`src/serial_alu_pkg.sv`:
```
package serial_alu_pkg;

   typedef enum logic [2:0] {
      OP_ADD  = 3'd0,
      OP_SUB  = 3'd1,
      OP_SLT  = 3'd2,
      OP_SLTU = 3'd3,
      OP_SRL  = 3'd4,
      OP_SRA  = 3'd5
   } alu_op_e;

   typedef enum logic [2:0] {
      CC_EQ  = 3'd0,
      CC_NE  = 3'd1,
      CC_LT  = 3'd2,
      CC_GE  = 3'd3,
      CC_LTU = 3'd4,
      CC_GEU = 3'd5
   } cmp_cond_e;

   typedef enum logic [1:0] {
      RD_ADD   = 2'd0,
      RD_SHIFT = 2'd1,
      RD_LT    = 2'd2
   } rd_sel_e;

   typedef logic [4:0] shamt_t;   // Right shift amount.

   typedef enum logic [1:0] {
      S_IDLE = 2'd0,
      S_INIT = 2'd1,
      S_RUN  = 2'd2,
      S_DONE = 2'd3
   } seq_state_e;

endpackage
```
`src/alu_top.sv`:
```
module alu_top
   import serial_alu_pkg::*;
#(
   parameter int XLEN = 32
) (
   input  logic            clk,
   input  logic            i_rst,
   input  logic            i_start,
   input  alu_op_e         i_op,
   input  cmp_cond_e       i_cond,
   input  logic [XLEN-1:0] i_a,
   input  logic [XLEN-1:0] i_b,
   output logic            o_busy,
   output logic            o_done,
   output logic [XLEN-1:0] o_result,
   output logic            o_cmp
);

   logic    init;
   logic    en;
   logic    last_bit;
   logic    rs1;
   logic    op_b;
   logic    rd;
   logic    cmp;
   logic    sub;
   logic    cmp_neg;
   logic    cmp_uns;
   logic    cmp_sel_eq;
   logic    sra;
   rd_sel_e rd_sel;

   alu_bit_sequencer #(
      .XLEN (XLEN)
   ) u_seq (
      .clk      (clk),
      .i_rst    (i_rst),
      .i_start  (i_start),
      .i_a      (i_a),
      .i_b      (i_b),
      .i_rd     (rd),
      .o_init   (init),
      .o_en     (en),
      .o_last   (last_bit),
      .o_rs1    (rs1),
      .o_op_b   (op_b),
      .o_busy   (o_busy),
      .o_done   (o_done),
      .o_result (o_result)
   );

   alu_op_regs u_op_regs (
      .clk          (clk),
      .i_rst        (i_rst),
      .i_start      (i_start),
      .i_busy       (o_busy),
      .i_op         (i_op),
      .i_cond       (i_cond),
      .i_init       (init),
      .i_last       (last_bit),
      .i_cmp        (cmp),
      .o_sub        (sub),
      .o_cmp_neg    (cmp_neg),
      .o_cmp_uns    (cmp_uns),
      .o_cmp_sel_eq (cmp_sel_eq),
      .o_rd_sel     (rd_sel),
      .o_sra        (sra),
      .o_cmp        (o_cmp)
   );

   ser_alu #(
      .XLEN (XLEN)
   ) u_alu (
      .clk          (clk),
      .i_rst        (i_rst),
      .i_init       (init),
      .i_en         (en),
      .i_last       (last_bit),
      .i_rs1        (rs1),
      .i_op_b       (op_b),
      .i_sub        (sub),
      .i_cmp_neg    (cmp_neg),
      .i_cmp_uns    (cmp_uns),
      .i_cmp_sel_eq (cmp_sel_eq),
      .i_sra        (sra),
      .i_rd_sel     (rd_sel),
      .o_cmp        (cmp),
      .o_rd         (rd)
   );

endmodule

```
`src/alu_bit_sequencer.sv`:
```
module alu_bit_sequencer
   import serial_alu_pkg::*;
#(
   parameter int XLEN = 32
) (
   input  logic            clk,
   input  logic            i_rst,
   input  logic            i_start,
   input  logic [XLEN-1:0] i_a,
   input  logic [XLEN-1:0] i_b,
   input  logic            i_rd,
   output logic            o_init,
   output logic            o_en,
   output logic            o_last,
   output logic            o_rs1,
   output logic            o_op_b,
   output logic            o_busy,
   output logic            o_done,
   output logic [XLEN-1:0] o_result
);

   localparam int CW = $clog2(XLEN);

   seq_state_e      state;
   logic            busy_r;
   logic [CW-1:0]   cnt;
   logic            cnt_last;
   logic            accept;
   logic            load;
   logic [XLEN-1:0] a_hold;
   logic [XLEN-1:0] b_hold;
   logic [XLEN-1:0] a_sr;
   logic [XLEN-1:0] b_sr;

   assign accept   = i_start & ~busy_r;
   assign cnt_last = (cnt == CW'(XLEN - 1));

   // Reload at the start of the init pass and again for the run pass.
   assign load = ((state == S_IDLE) && busy_r) || ((state == S_INIT) && cnt_last);

   assign o_init = (state == S_INIT);
   assign o_en   = (state == S_RUN);
   assign o_last = (o_init || o_en) && cnt_last;
   assign o_rs1  = a_sr[0];
   assign o_op_b = b_sr[0];
   assign o_busy = busy_r;
   assign o_done = (state == S_DONE);

   always_ff @(posedge clk) begin
      if (i_rst) begin
         state    <= S_IDLE;
         busy_r   <= 1'b0;
         cnt      <= '0;
         o_result <= '0;
      end else begin
         if (accept) begin
            busy_r <= 1'b1;
         end
         case (state)
            S_IDLE: begin
               cnt <= '0;
               if (busy_r) begin
                  state <= S_INIT;
               end
            end
            S_INIT: begin
               cnt <= cnt + 1'b1;   // Wraps to zero for the run pass.
               if (cnt_last) begin
                  state <= S_RUN;
               end
            end
            S_RUN: begin
               cnt      <= cnt + 1'b1;
               o_result <= {i_rd, o_result[XLEN-1:1]};
               if (cnt_last) begin
                  state  <= S_DONE;
                  busy_r <= 1'b0;
               end
            end
            S_DONE: begin
               state <= S_IDLE;
            end
            default: begin
               state <= S_IDLE;
            end
         endcase
      end
   end

   always_ff @(posedge clk) begin
      if (accept) begin
         a_hold <= i_a;
         b_hold <= i_b;
      end
      if (load) begin
         a_sr <= a_hold;
         b_sr <= b_hold;
      end else begin
         a_sr <= a_sr >> 1;
         b_sr <= b_sr >> 1;
      end
   end

endmodule

```
`src/ser_alu.sv`:
```
module ser_alu
   import serial_alu_pkg::*;
#(
   parameter int XLEN = 32
) (
   input  logic    clk,
   input  logic    i_rst,
   input  logic    i_init,
   input  logic    i_en,
   input  logic    i_last,
   input  logic    i_rs1,
   input  logic    i_op_b,
   input  logic    i_sub,
   input  logic    i_cmp_neg,
   input  logic    i_cmp_uns,
   input  logic    i_cmp_sel_eq,
   input  logic    i_sra,
   input  rd_sel_e i_rd_sel,
   output logic    o_cmp,
   output logic    o_rd
);

   logic en_r;
   logic init_r;
   logic plus_1;
   logic init_first;
   logic b_neg;
   logic add_b;
   logic result_add;
   logic result_eq;
   logic result_lt;
   logic result_sh;
   logic slt_r;

   assign plus_1     = i_en & ~en_r;       // First bit of the run pass.
   assign init_first = i_init & ~init_r;

   ser_add u_neg_b (
      .clk   (clk),
      .i_clr (~i_en),
      .i_a   (~i_op_b),
      .i_b   (plus_1),
      .o_q   (b_neg)
   );

   assign add_b = i_sub ? b_neg : i_op_b;

   ser_add u_add (
      .clk   (clk),
      .i_clr (~i_en),
      .i_a   (i_rs1),
      .i_b   (add_b),
      .o_q   (result_add)
   );

   ser_cmp u_cmp (
      .clk    (clk),
      .i_clr  (~i_init),
      .i_last (i_last),
      .i_uns  (i_cmp_uns),
      .i_a    (i_rs1),
      .i_b    (i_op_b),
      .o_eq   (result_eq),
      .o_lt   (result_lt)
   );

   ser_shift #(
      .XLEN (XLEN)
   ) u_shift (
      .clk         (clk),
      .i_init      (i_init),
      .i_en        (i_en),
      .i_first     (init_first),
      .i_d         (i_rs1),
      .i_shamt_bit (i_op_b),
      .i_sra       (i_sra),
      .o_q         (result_sh)
   );

   assign o_cmp = i_cmp_neg ^ (i_cmp_sel_eq ? result_eq : result_lt);

   always_comb begin
      case (i_rd_sel)
         RD_ADD:   o_rd = result_add;
         RD_SHIFT: o_rd = result_sh;
         RD_LT:    o_rd = slt_r & plus_1;   // Only bit 0 can be set.
         default:  o_rd = 1'b0;
      endcase
   end

   always_ff @(posedge clk) begin
      if (i_rst) begin
         en_r   <= 1'b0;
         init_r <= 1'b0;
      end else begin
         en_r   <= i_en;
         init_r <= i_init;
      end
   end

   always_ff @(posedge clk) begin
      if (i_init && i_last) begin
         slt_r <= result_lt;
      end
   end

endmodule

```
`src/alu_op_regs.sv`:
```
module alu_op_regs
   import serial_alu_pkg::*;
(
   input  logic      clk,
   input  logic      i_rst,
   input  logic      i_start,
   input  logic      i_busy,
   input  alu_op_e   i_op,
   input  cmp_cond_e i_cond,
   input  logic      i_init,
   input  logic      i_last,
   input  logic      i_cmp,
   output logic      o_sub,
   output logic      o_cmp_neg,
   output logic      o_cmp_uns,
   output logic      o_cmp_sel_eq,
   output rd_sel_e   o_rd_sel,
   output logic      o_sra,
   output logic      o_cmp
);

   alu_op_e   op_r;
   cmp_cond_e cond_r;
   logic      is_slt;
   logic      cond_uns;

   assign is_slt   = (op_r == OP_SLT) || (op_r == OP_SLTU);
   assign cond_uns = (cond_r == CC_LTU) || (cond_r == CC_GEU);

   assign o_sub        = (op_r == OP_SUB) || is_slt;
   assign o_cmp_neg    = (cond_r == CC_NE) || (cond_r == CC_GE) || (cond_r == CC_GEU);
   assign o_cmp_sel_eq = (cond_r == CC_EQ) || (cond_r == CC_NE);
   assign o_cmp_uns    = is_slt ? (op_r == OP_SLTU) : cond_uns;   // Op decides for SLT.
   assign o_sra        = (op_r == OP_SRA);

   always_comb begin
      case (op_r)
         OP_SRL, OP_SRA:  o_rd_sel = RD_SHIFT;
         OP_SLT, OP_SLTU: o_rd_sel = RD_LT;
         default:         o_rd_sel = RD_ADD;
      endcase
   end

   always_ff @(posedge clk) begin
      if (i_rst) begin
         op_r   <= OP_ADD;
         cond_r <= CC_EQ;
         o_cmp  <= 1'b0;
      end else begin
         if (i_start && !i_busy) begin
            op_r   <= i_op;
            cond_r <= i_cond;
         end
         if (i_init && i_last) begin
            o_cmp <= i_cmp;   // Branch result is final on the MSB.
         end
      end
   end

endmodule

```
`src/ser_shift.sv`:
```
module ser_shift
   import serial_alu_pkg::*;
#(
   parameter int XLEN = 32
) (
   input  logic clk,
   input  logic i_init,
   input  logic i_en,
   input  logic i_first,
   input  logic i_d,
   input  logic i_shamt_bit,
   input  logic i_sra,
   output logic o_q
);

   localparam int CW = $clog2(XLEN);
   localparam int SW = ((CW > 5) ? CW : 5) + 1;

   logic [XLEN-1:0] data_r;
   shamt_t          shamt_r;
   logic [CW-1:0]   idx_r;
   logic [CW-1:0]   cur_idx;
   logic [SW-1:0]   src_idx;
   logic            src_bit;

   // Index of the bit on the serial lines this cycle.
   assign cur_idx = i_first ? '0 : idx_r;

   assign src_idx = SW'(cur_idx) + SW'(shamt_r);

   always_comb begin
      if (src_idx >= SW'(XLEN)) begin
         src_bit = i_sra & data_r[XLEN-1];   // Fill past the top.
      end else begin
         src_bit = data_r[src_idx[CW-1:0]];
      end
   end

   assign o_q = i_en & src_bit;

   // Counter wraps at the pass boundary, so run indices restart at 0.
   always_ff @(posedge clk) begin
      if (i_first) begin
         idx_r <= CW'(1);
      end else begin
         idx_r <= idx_r + 1'b1;
      end
   end

   always_ff @(posedge clk) begin
      if (i_init) begin
         data_r <= {i_d, data_r[XLEN-1:1]};   // Fills in bit order.
         if (cur_idx < CW'(5)) begin
            shamt_r[cur_idx[2:0]] <= i_shamt_bit;
         end
      end
   end

endmodule

```
`src/ser_cmp.sv`:
```
module ser_cmp (
   input  logic clk,
   input  logic i_clr,
   input  logic i_last,
   input  logic i_uns,
   input  logic i_a,
   input  logic i_b,
   output logic o_eq,
   output logic o_lt
);

   logic eq_r;
   logic lt_r;
   logic bit_diff;
   logic bit_lt;
   logic msb_lt;

   assign bit_diff = i_a ^ i_b;
   assign bit_lt   = ~i_a & i_b;   // Unsigned order of the current bit.

   // On the sign bit a set a means negative in signed order.
   assign msb_lt = i_uns ? bit_lt : (i_a & ~i_b);

   assign o_eq = eq_r & ~bit_diff;

   always_comb begin
      if (!bit_diff) begin
         o_lt = lt_r;   // Equal bits defer to the lower bits.
      end else if (i_last) begin
         o_lt = msb_lt;
      end else begin
         o_lt = bit_lt;
      end
   end

   // Bits arrive LSB first, so a later differing bit overrides.
   always_ff @(posedge clk) begin
      if (i_clr) begin
         eq_r <= 1'b1;
         lt_r <= 1'b0;
      end else begin
         eq_r <= o_eq;
         if (bit_diff) begin
            lt_r <= bit_lt;
         end
      end
   end

endmodule

```
`src/ser_add.sv`:
```
module ser_add (
   input  logic clk,
   input  logic i_clr,
   input  logic i_a,
   input  logic i_b,
   output logic o_q
);

   logic carry_r;
   logic carry_nxt;

   assign o_q       = i_a ^ i_b ^ carry_r;
   assign carry_nxt = (i_a & i_b) | (i_a & carry_r) | (i_b & carry_r);

   // Clear holds the carry at zero so the next pass starts from bit 0.
   always_ff @(posedge clk) begin
      if (i_clr) begin
         carry_r <= 1'b0;
      end else begin
         carry_r <= carry_nxt;
      end
   end

endmodule

```
`config.mk`:
```
export PLATFORM = sky130hd
export DESIGN_NAME = alu_top
export DESIGN_NICKNAME = d
export VERILOG_FILES = /design/src/serial_alu_pkg.sv /design/src/alu_top.sv /design/src/alu_bit_sequencer.sv /design/src/ser_alu.sv /design/src/alu_op_regs.sv /design/src/ser_shift.sv /design/src/ser_cmp.sv /design/src/ser_add.sv
export SDC_FILE = /design/constraint.sdc
export NUM_CORES = 1
export LEC_CHECK = 0
export BUFFER_PORTS_ARGS = -buffer_cell sky130_fd_sc_hd__clkbuf_2
export CORE_MARGIN = 3
export CORE_UTILIZATION = 25
export CTS_BUF_LIST = sky130_fd_sc_hd__clkbuf_4 sky130_fd_sc_hd__clkbuf_8
export CTS_CLUSTER_DIAMETER = 50
export DETAILED_ROUTE_END_ITERATION = 8
export SLEW_MARGIN = 20
export SYNTH_ARGS = -nofsm -noshare
export SYNTH_HDL_FRONTEND = slang
export SYNTH_SLANG_ARGS = --single-unit
```
`constraint.sdc`:
```
create_clock -name clk -period 9.4 [get_ports clk]
set_input_delay 0 -clock clk [delete_from_list [all_inputs] [get_ports clk]]
set_output_delay 0 -clock clk [all_outputs]
set_load 0.005 [all_outputs]
```
==> results.env <==
INSERTION_DELAY_NS=0.55
SYNTHMUXAREASHARE=0.1608
POWER_SWITCHING_SHARE=0.2758
FINAL_LAYOUT_SIZE_SUFFIX_GT1_FRAC=0.3400
P_LEAK_nW=4.247
FP.DIEH_UM=186.7
DIE_OUTLINE_WIDTH_UM=186.7
SYNTH_ASYNC_SR_FLOP_SHARE=0
NFILLCELLS=3180
FINAL_ANTENNA_NET_COUNT=0
WORSTMARGINPINSLEW_NS=1.096
FF_LATCH_AREA_SQ_UM=5505
POST_SYNTH_INST_COUNT=555
FINAL_NETS=859
GPL.FINAL_WEIGHTED_CONGESTION=0.7366
MIN_DELAY_PATH_DEPTH=2
COMBINATIONAL_FAMILY_WITH_THE_MOST_AREA_AFTER_SYNTHESIS='multiplexers'
CRITICAL_PATH.ENDPOINT_TYPE='flop'
POSTROUTEWIRELENGTH_MM=15.87
RSZ0062_AT_GRT='false'
FINALWORSTPATHREQUIREDPERIOD_NS=3.192
TIMING.FINAL.SETUP_VIOLATIONS=0
GR-USAGE-ALL-LAYERS=0.09032
SYNTH_ENABLE_FLOP_CELLS=102
YOSYS.AREA_SHARE.ADDER=0.03510
SETUP.WORST_PATH.START_CLASS='flop'
CORE_SQ_UM=31880
SYNTH-WARNING-COUNT=0
CRITICAL-PATH-SLOWEST-CELL='ha_2'
FINAL_CELL_MIX='dfxtp_1 (122), clkbuf_2 (107), edfxtp_1 (102)'
SYNTHTOLAYOUTAREAGROWTH_PCT=33.61
CELL_INTERNAL_PWR_W=0.002311
ARRIVAL_NS=3.64
GRT_REMAINING_OVERFLOW=0
TRITONCTS_CLOCK_TREE='yes'
SYNTHESIS.NETS=648
GRT_START_MAX_NET_PINS=74
VIAS_IN_THE_FIRST_GLOBAL_ROUTE=5209
CRITICAL_PATH.TOP_DELAY_FAMILY='adder cells'
FLOORPLAN.ROWS=65
DIE-AREA_SQ_UM=34860
TRITONCTS_NUM_SINKS=224
TOTAL_NUMBER_OF_VIAS=4965
CLOCK_TREE.ROOT_CELL='clkbuf_8'
BOUNDARYPINS=108
WORST_HOLD_PATH_TYPE='in -> reg'
DRV.MAX_CAP_VIOLATION_COUNT=0
SYNTH-SIMPLE-AREA-SHARE=0.06239
SLEW_HEADROOM=0.2695
WORST_CLOCK_SKEW_NS=0.03025
SYNTHDISTINCTLIBCELLS=53
SYNTH_FLOP_CELL='dfxtp_1'
PWR-SHARE-SEQ=0.437
YS_SEQ_ELEMENTS=224
STATUS='finished, final reports clean'
DRTITER0DRC=225
MOSTFREQUENTLAYOUTCELL='dfxtp_1'
CP_NUM_BUF_INV=2
COMPOUND_GATE_FRACTION_OF_SYNTH_AREA=0.03587
HTREE_LEVELS=2
FINAL-HOLD-VIOLATION-COUNT=0
PRE_CTS_SLACK_NS=6.224
CLOCK_POWER_SHARE=0.318
WORST_SETUP_HOLD_PATH_CLK_SLEW_NS=0.06
POST_CTS_BUFFERS=0
IO_BUFFER_COUNT=107
GRT_ANTENNA_BEFORE_REPAIR=0
DETAIL_ROUTED_VIA_COUNT_PER_CELL=4.020
MAPPEDNETLISTAREA_SQ_UM=8163
SETUP_TOTAL_NEGATIVE_SLACK_NS=0
POWER_PER_CELL_AREA_nW_PER_UM2=292.6
CLOCK_PATH_BUFFERS=3
CRIT_PATH_MAX_FANOUT=39
DRT_PRE_ANTENNA_ITERS=6
NUM_ANTENNA_CELLS=0
TIMING.CRITICAL_PATH.CELLS='inv_1 > ha_2 > nor2b_1 > fa_1 > mux2i_1 > fa_1 > inv_1 > a32oi_1 > o21ai_0 > a21oi_1 > o31ai_2'
CP_SLOWEST_STAGE_DELAY_NS=0.93
FLOORPLAN.INITIALDENSITY=0.2560
SLEW_VIOL_FINAL=0
WORST_EP_REQUIRED_TIME_NS=9.84
LAYOUT_SETUP_WS_NS=6.208
IRDROPWORSTVDD_uV=161.3
AREA_OCCUPIED_BY_MULTI_INPUT_GATES_SQ_UM=2504
POWER_FRAC_COMB=0.245
REMAINING_DRC_ERRORS=0
XOR_XNOR_SHARE_OF_THE_SYNTHESIZED_AREA=0.01073
CRITICAL_PATH_CELL_COUNT=11
SEQ_AREA_FRAC_SYNTH=0.6744
AVG_SYNTHESIZED_CELL_AREA_SQ_UM=14.71
P_SWITCHING_W=0.0008801
GRT_PASS1_WL_MM=25.98
FMAXACHIEVABLE_GHz=0.3133
CRIT_TYPE='reg -> reg'
PER_CELL_ROUTED_WIRE_LENGTH_UM=12.85
TIMING.REG2REG.WORST_PATH_DEPTH=11
LAYOUT_WORST_PATH_CYCLE_SHARE=0.3396
HPWLAFTERDP_MM=9.003
CTS_INSERTED_BUFFERS=42
## registers in the layout, summed over array words and instances (netlist names), 5 cells and up
name / count
u_seq.a_hold: 32
u_seq.cnt: 5
u_alu.u_shift.data_r: 32
u_seq.o_result: 32
u_seq.a_sr: 32
u_alu.u_shift.idx_r: 5
u_seq.b_sr: 32
u_alu.u_shift.shamt_r: 5
u_seq.b_hold: 32
## cell families (layout without fill, tap and decap cells)
family                   Yosys count  in the layout
XOR/XNOR                           7              7
adder cells (fa/ha/maj)           22             22
flip-flops                       224            224
buffers and inverters             39            284
multiplexers                     112            112
AO/OA/AOI/OAI                     43             43
AND/OR/NAND/NOR                  108            108
## cells in the mapped netlist, types with 2 or more instances
master    instances  area share
o21ai_0           5      0.0031
a31oi_1           3      0.0023
a22oi_1           3      0.0028
mux4_2            9       0.025
fa_1              2      0.0049
buf_2             9      0.0055
xor2_1            2      0.0021
and2_1            4      0.0031
a21oi_1          14      0.0086
nor3b_1           2      0.0018
o21a_2            2      0.0021
nor2_1           54       0.025
mux2i_1          40       0.049
nand2_1          10      0.0046
nand2b_1          4      0.0031
ha_1             18       0.028
mux2_2           63       0.087
nor2b_1          12      0.0092
inv_1            16      0.0074
nand3_1           6      0.0037
edfxtp_1        102        0.38
clkbuf_1          7      0.0032
nor4_1            4      0.0031
a211oi_1          3      0.0028
and3_1            2      0.0015
nor3_1            5      0.0031
buf_1             5      0.0023
xnor2_1           3      0.0032
dfxtp_1         122        0.30
## worst paths after layout
path / slack, ns / end / from
min: 0.18 / u_seq.b_hold[24]$_DFFE_PP_ / i_b[24]
max reg2reg: 6.21 / u_seq.o_result[31]$_SDFFE_PP0P_ / u_seq.state[0]$_SDFFE_PP0P_
min reg2reg: 0.44 / u_seq.a_sr[18]$_DFF_P_ / u_seq.a_sr[19]$_DFF_P_
max: 6.21 / u_seq.o_result[31]$_SDFFE_PP0P_ / u_seq.state[0]$_SDFFE_PP0P_
## metal layers
metal | part of all wire | vias to the layer above | global-route usage
met5 | 0 | - | 0
met1 | 0.45 | 2362 | 0.1117
li1 | - | 2437 | -
met3 | 0.059 | 39 | 0.02743
met2 | 0.47 | 127 | 0.1481
met4 | 0.029 | 0 | 0.03577
## repair_timing
| action | in CTS | in global routing |
|---|---|---|
| endpoints found under the hold margin | 108 | 0 |
| resized for setup | 0 | 0 |
| hold buffers | 79 | 0 |
## metrics by stage
step,cells,utilization,hold WS [ns],cell area (sq um),power [W]
floorplan,555,-,0.07975,8163,0.002013
global placement,1078,0.2879,0.1768,9179,0.002162
CTS,1235,0.3421,0.1186,10910,0.003248
global route,1235,0.3421,0.1407,10910,0.003399
detailed placement,1078,0.2879,0.1786,9179,0.002174
finish,1235,0.3421,0.1774,10910,0.003191
## power by group through the flow
| stage | clock network [W] | logic [W] | registers, W |
|---|---|---|---|
| after global routing | 0.00111 | 0.000872 | 0.00142 |
| after floorplan | 0 | 0.000649 | 0.00136 |
| after detailed placement | 0 | 0.000761 | 0.00141 |
| after CTS | 0.00106 | 0.000793 | 0.00140 |
| after global placement | 0 | 0.000749 | 0.00141 |
| final | 0.00102 | 0.000781 | 0.00139 |
## cell type report
class / count / share of cell area
Clock inverter: 13 / 0.01308
Timing Repair Buffer: 190 / 0.1244
Sequential cell: 224 / 0.5048
Inverter: 16 / 0.005506
Multi-Input combinational cell: 292 / 0.2296
Tap cell: 435 / 0.04990
Clock buffer: 65 / 0.07285
## worst register-to-register path, stage by stage (launching register included)
cell and delay (ns):
dfxtp_1 0.34, inv_1 0.13, ha_2 0.93, nor2b_1 0.30, fa_1 0.43, mux2i_1 0.17, fa_1 0.43, inv_1 0.07
a32oi_1 0.05, o21ai_0 0.10, a21oi_1 0.11, o31ai_2 0.07
Power figures use the tool's default switching activity.
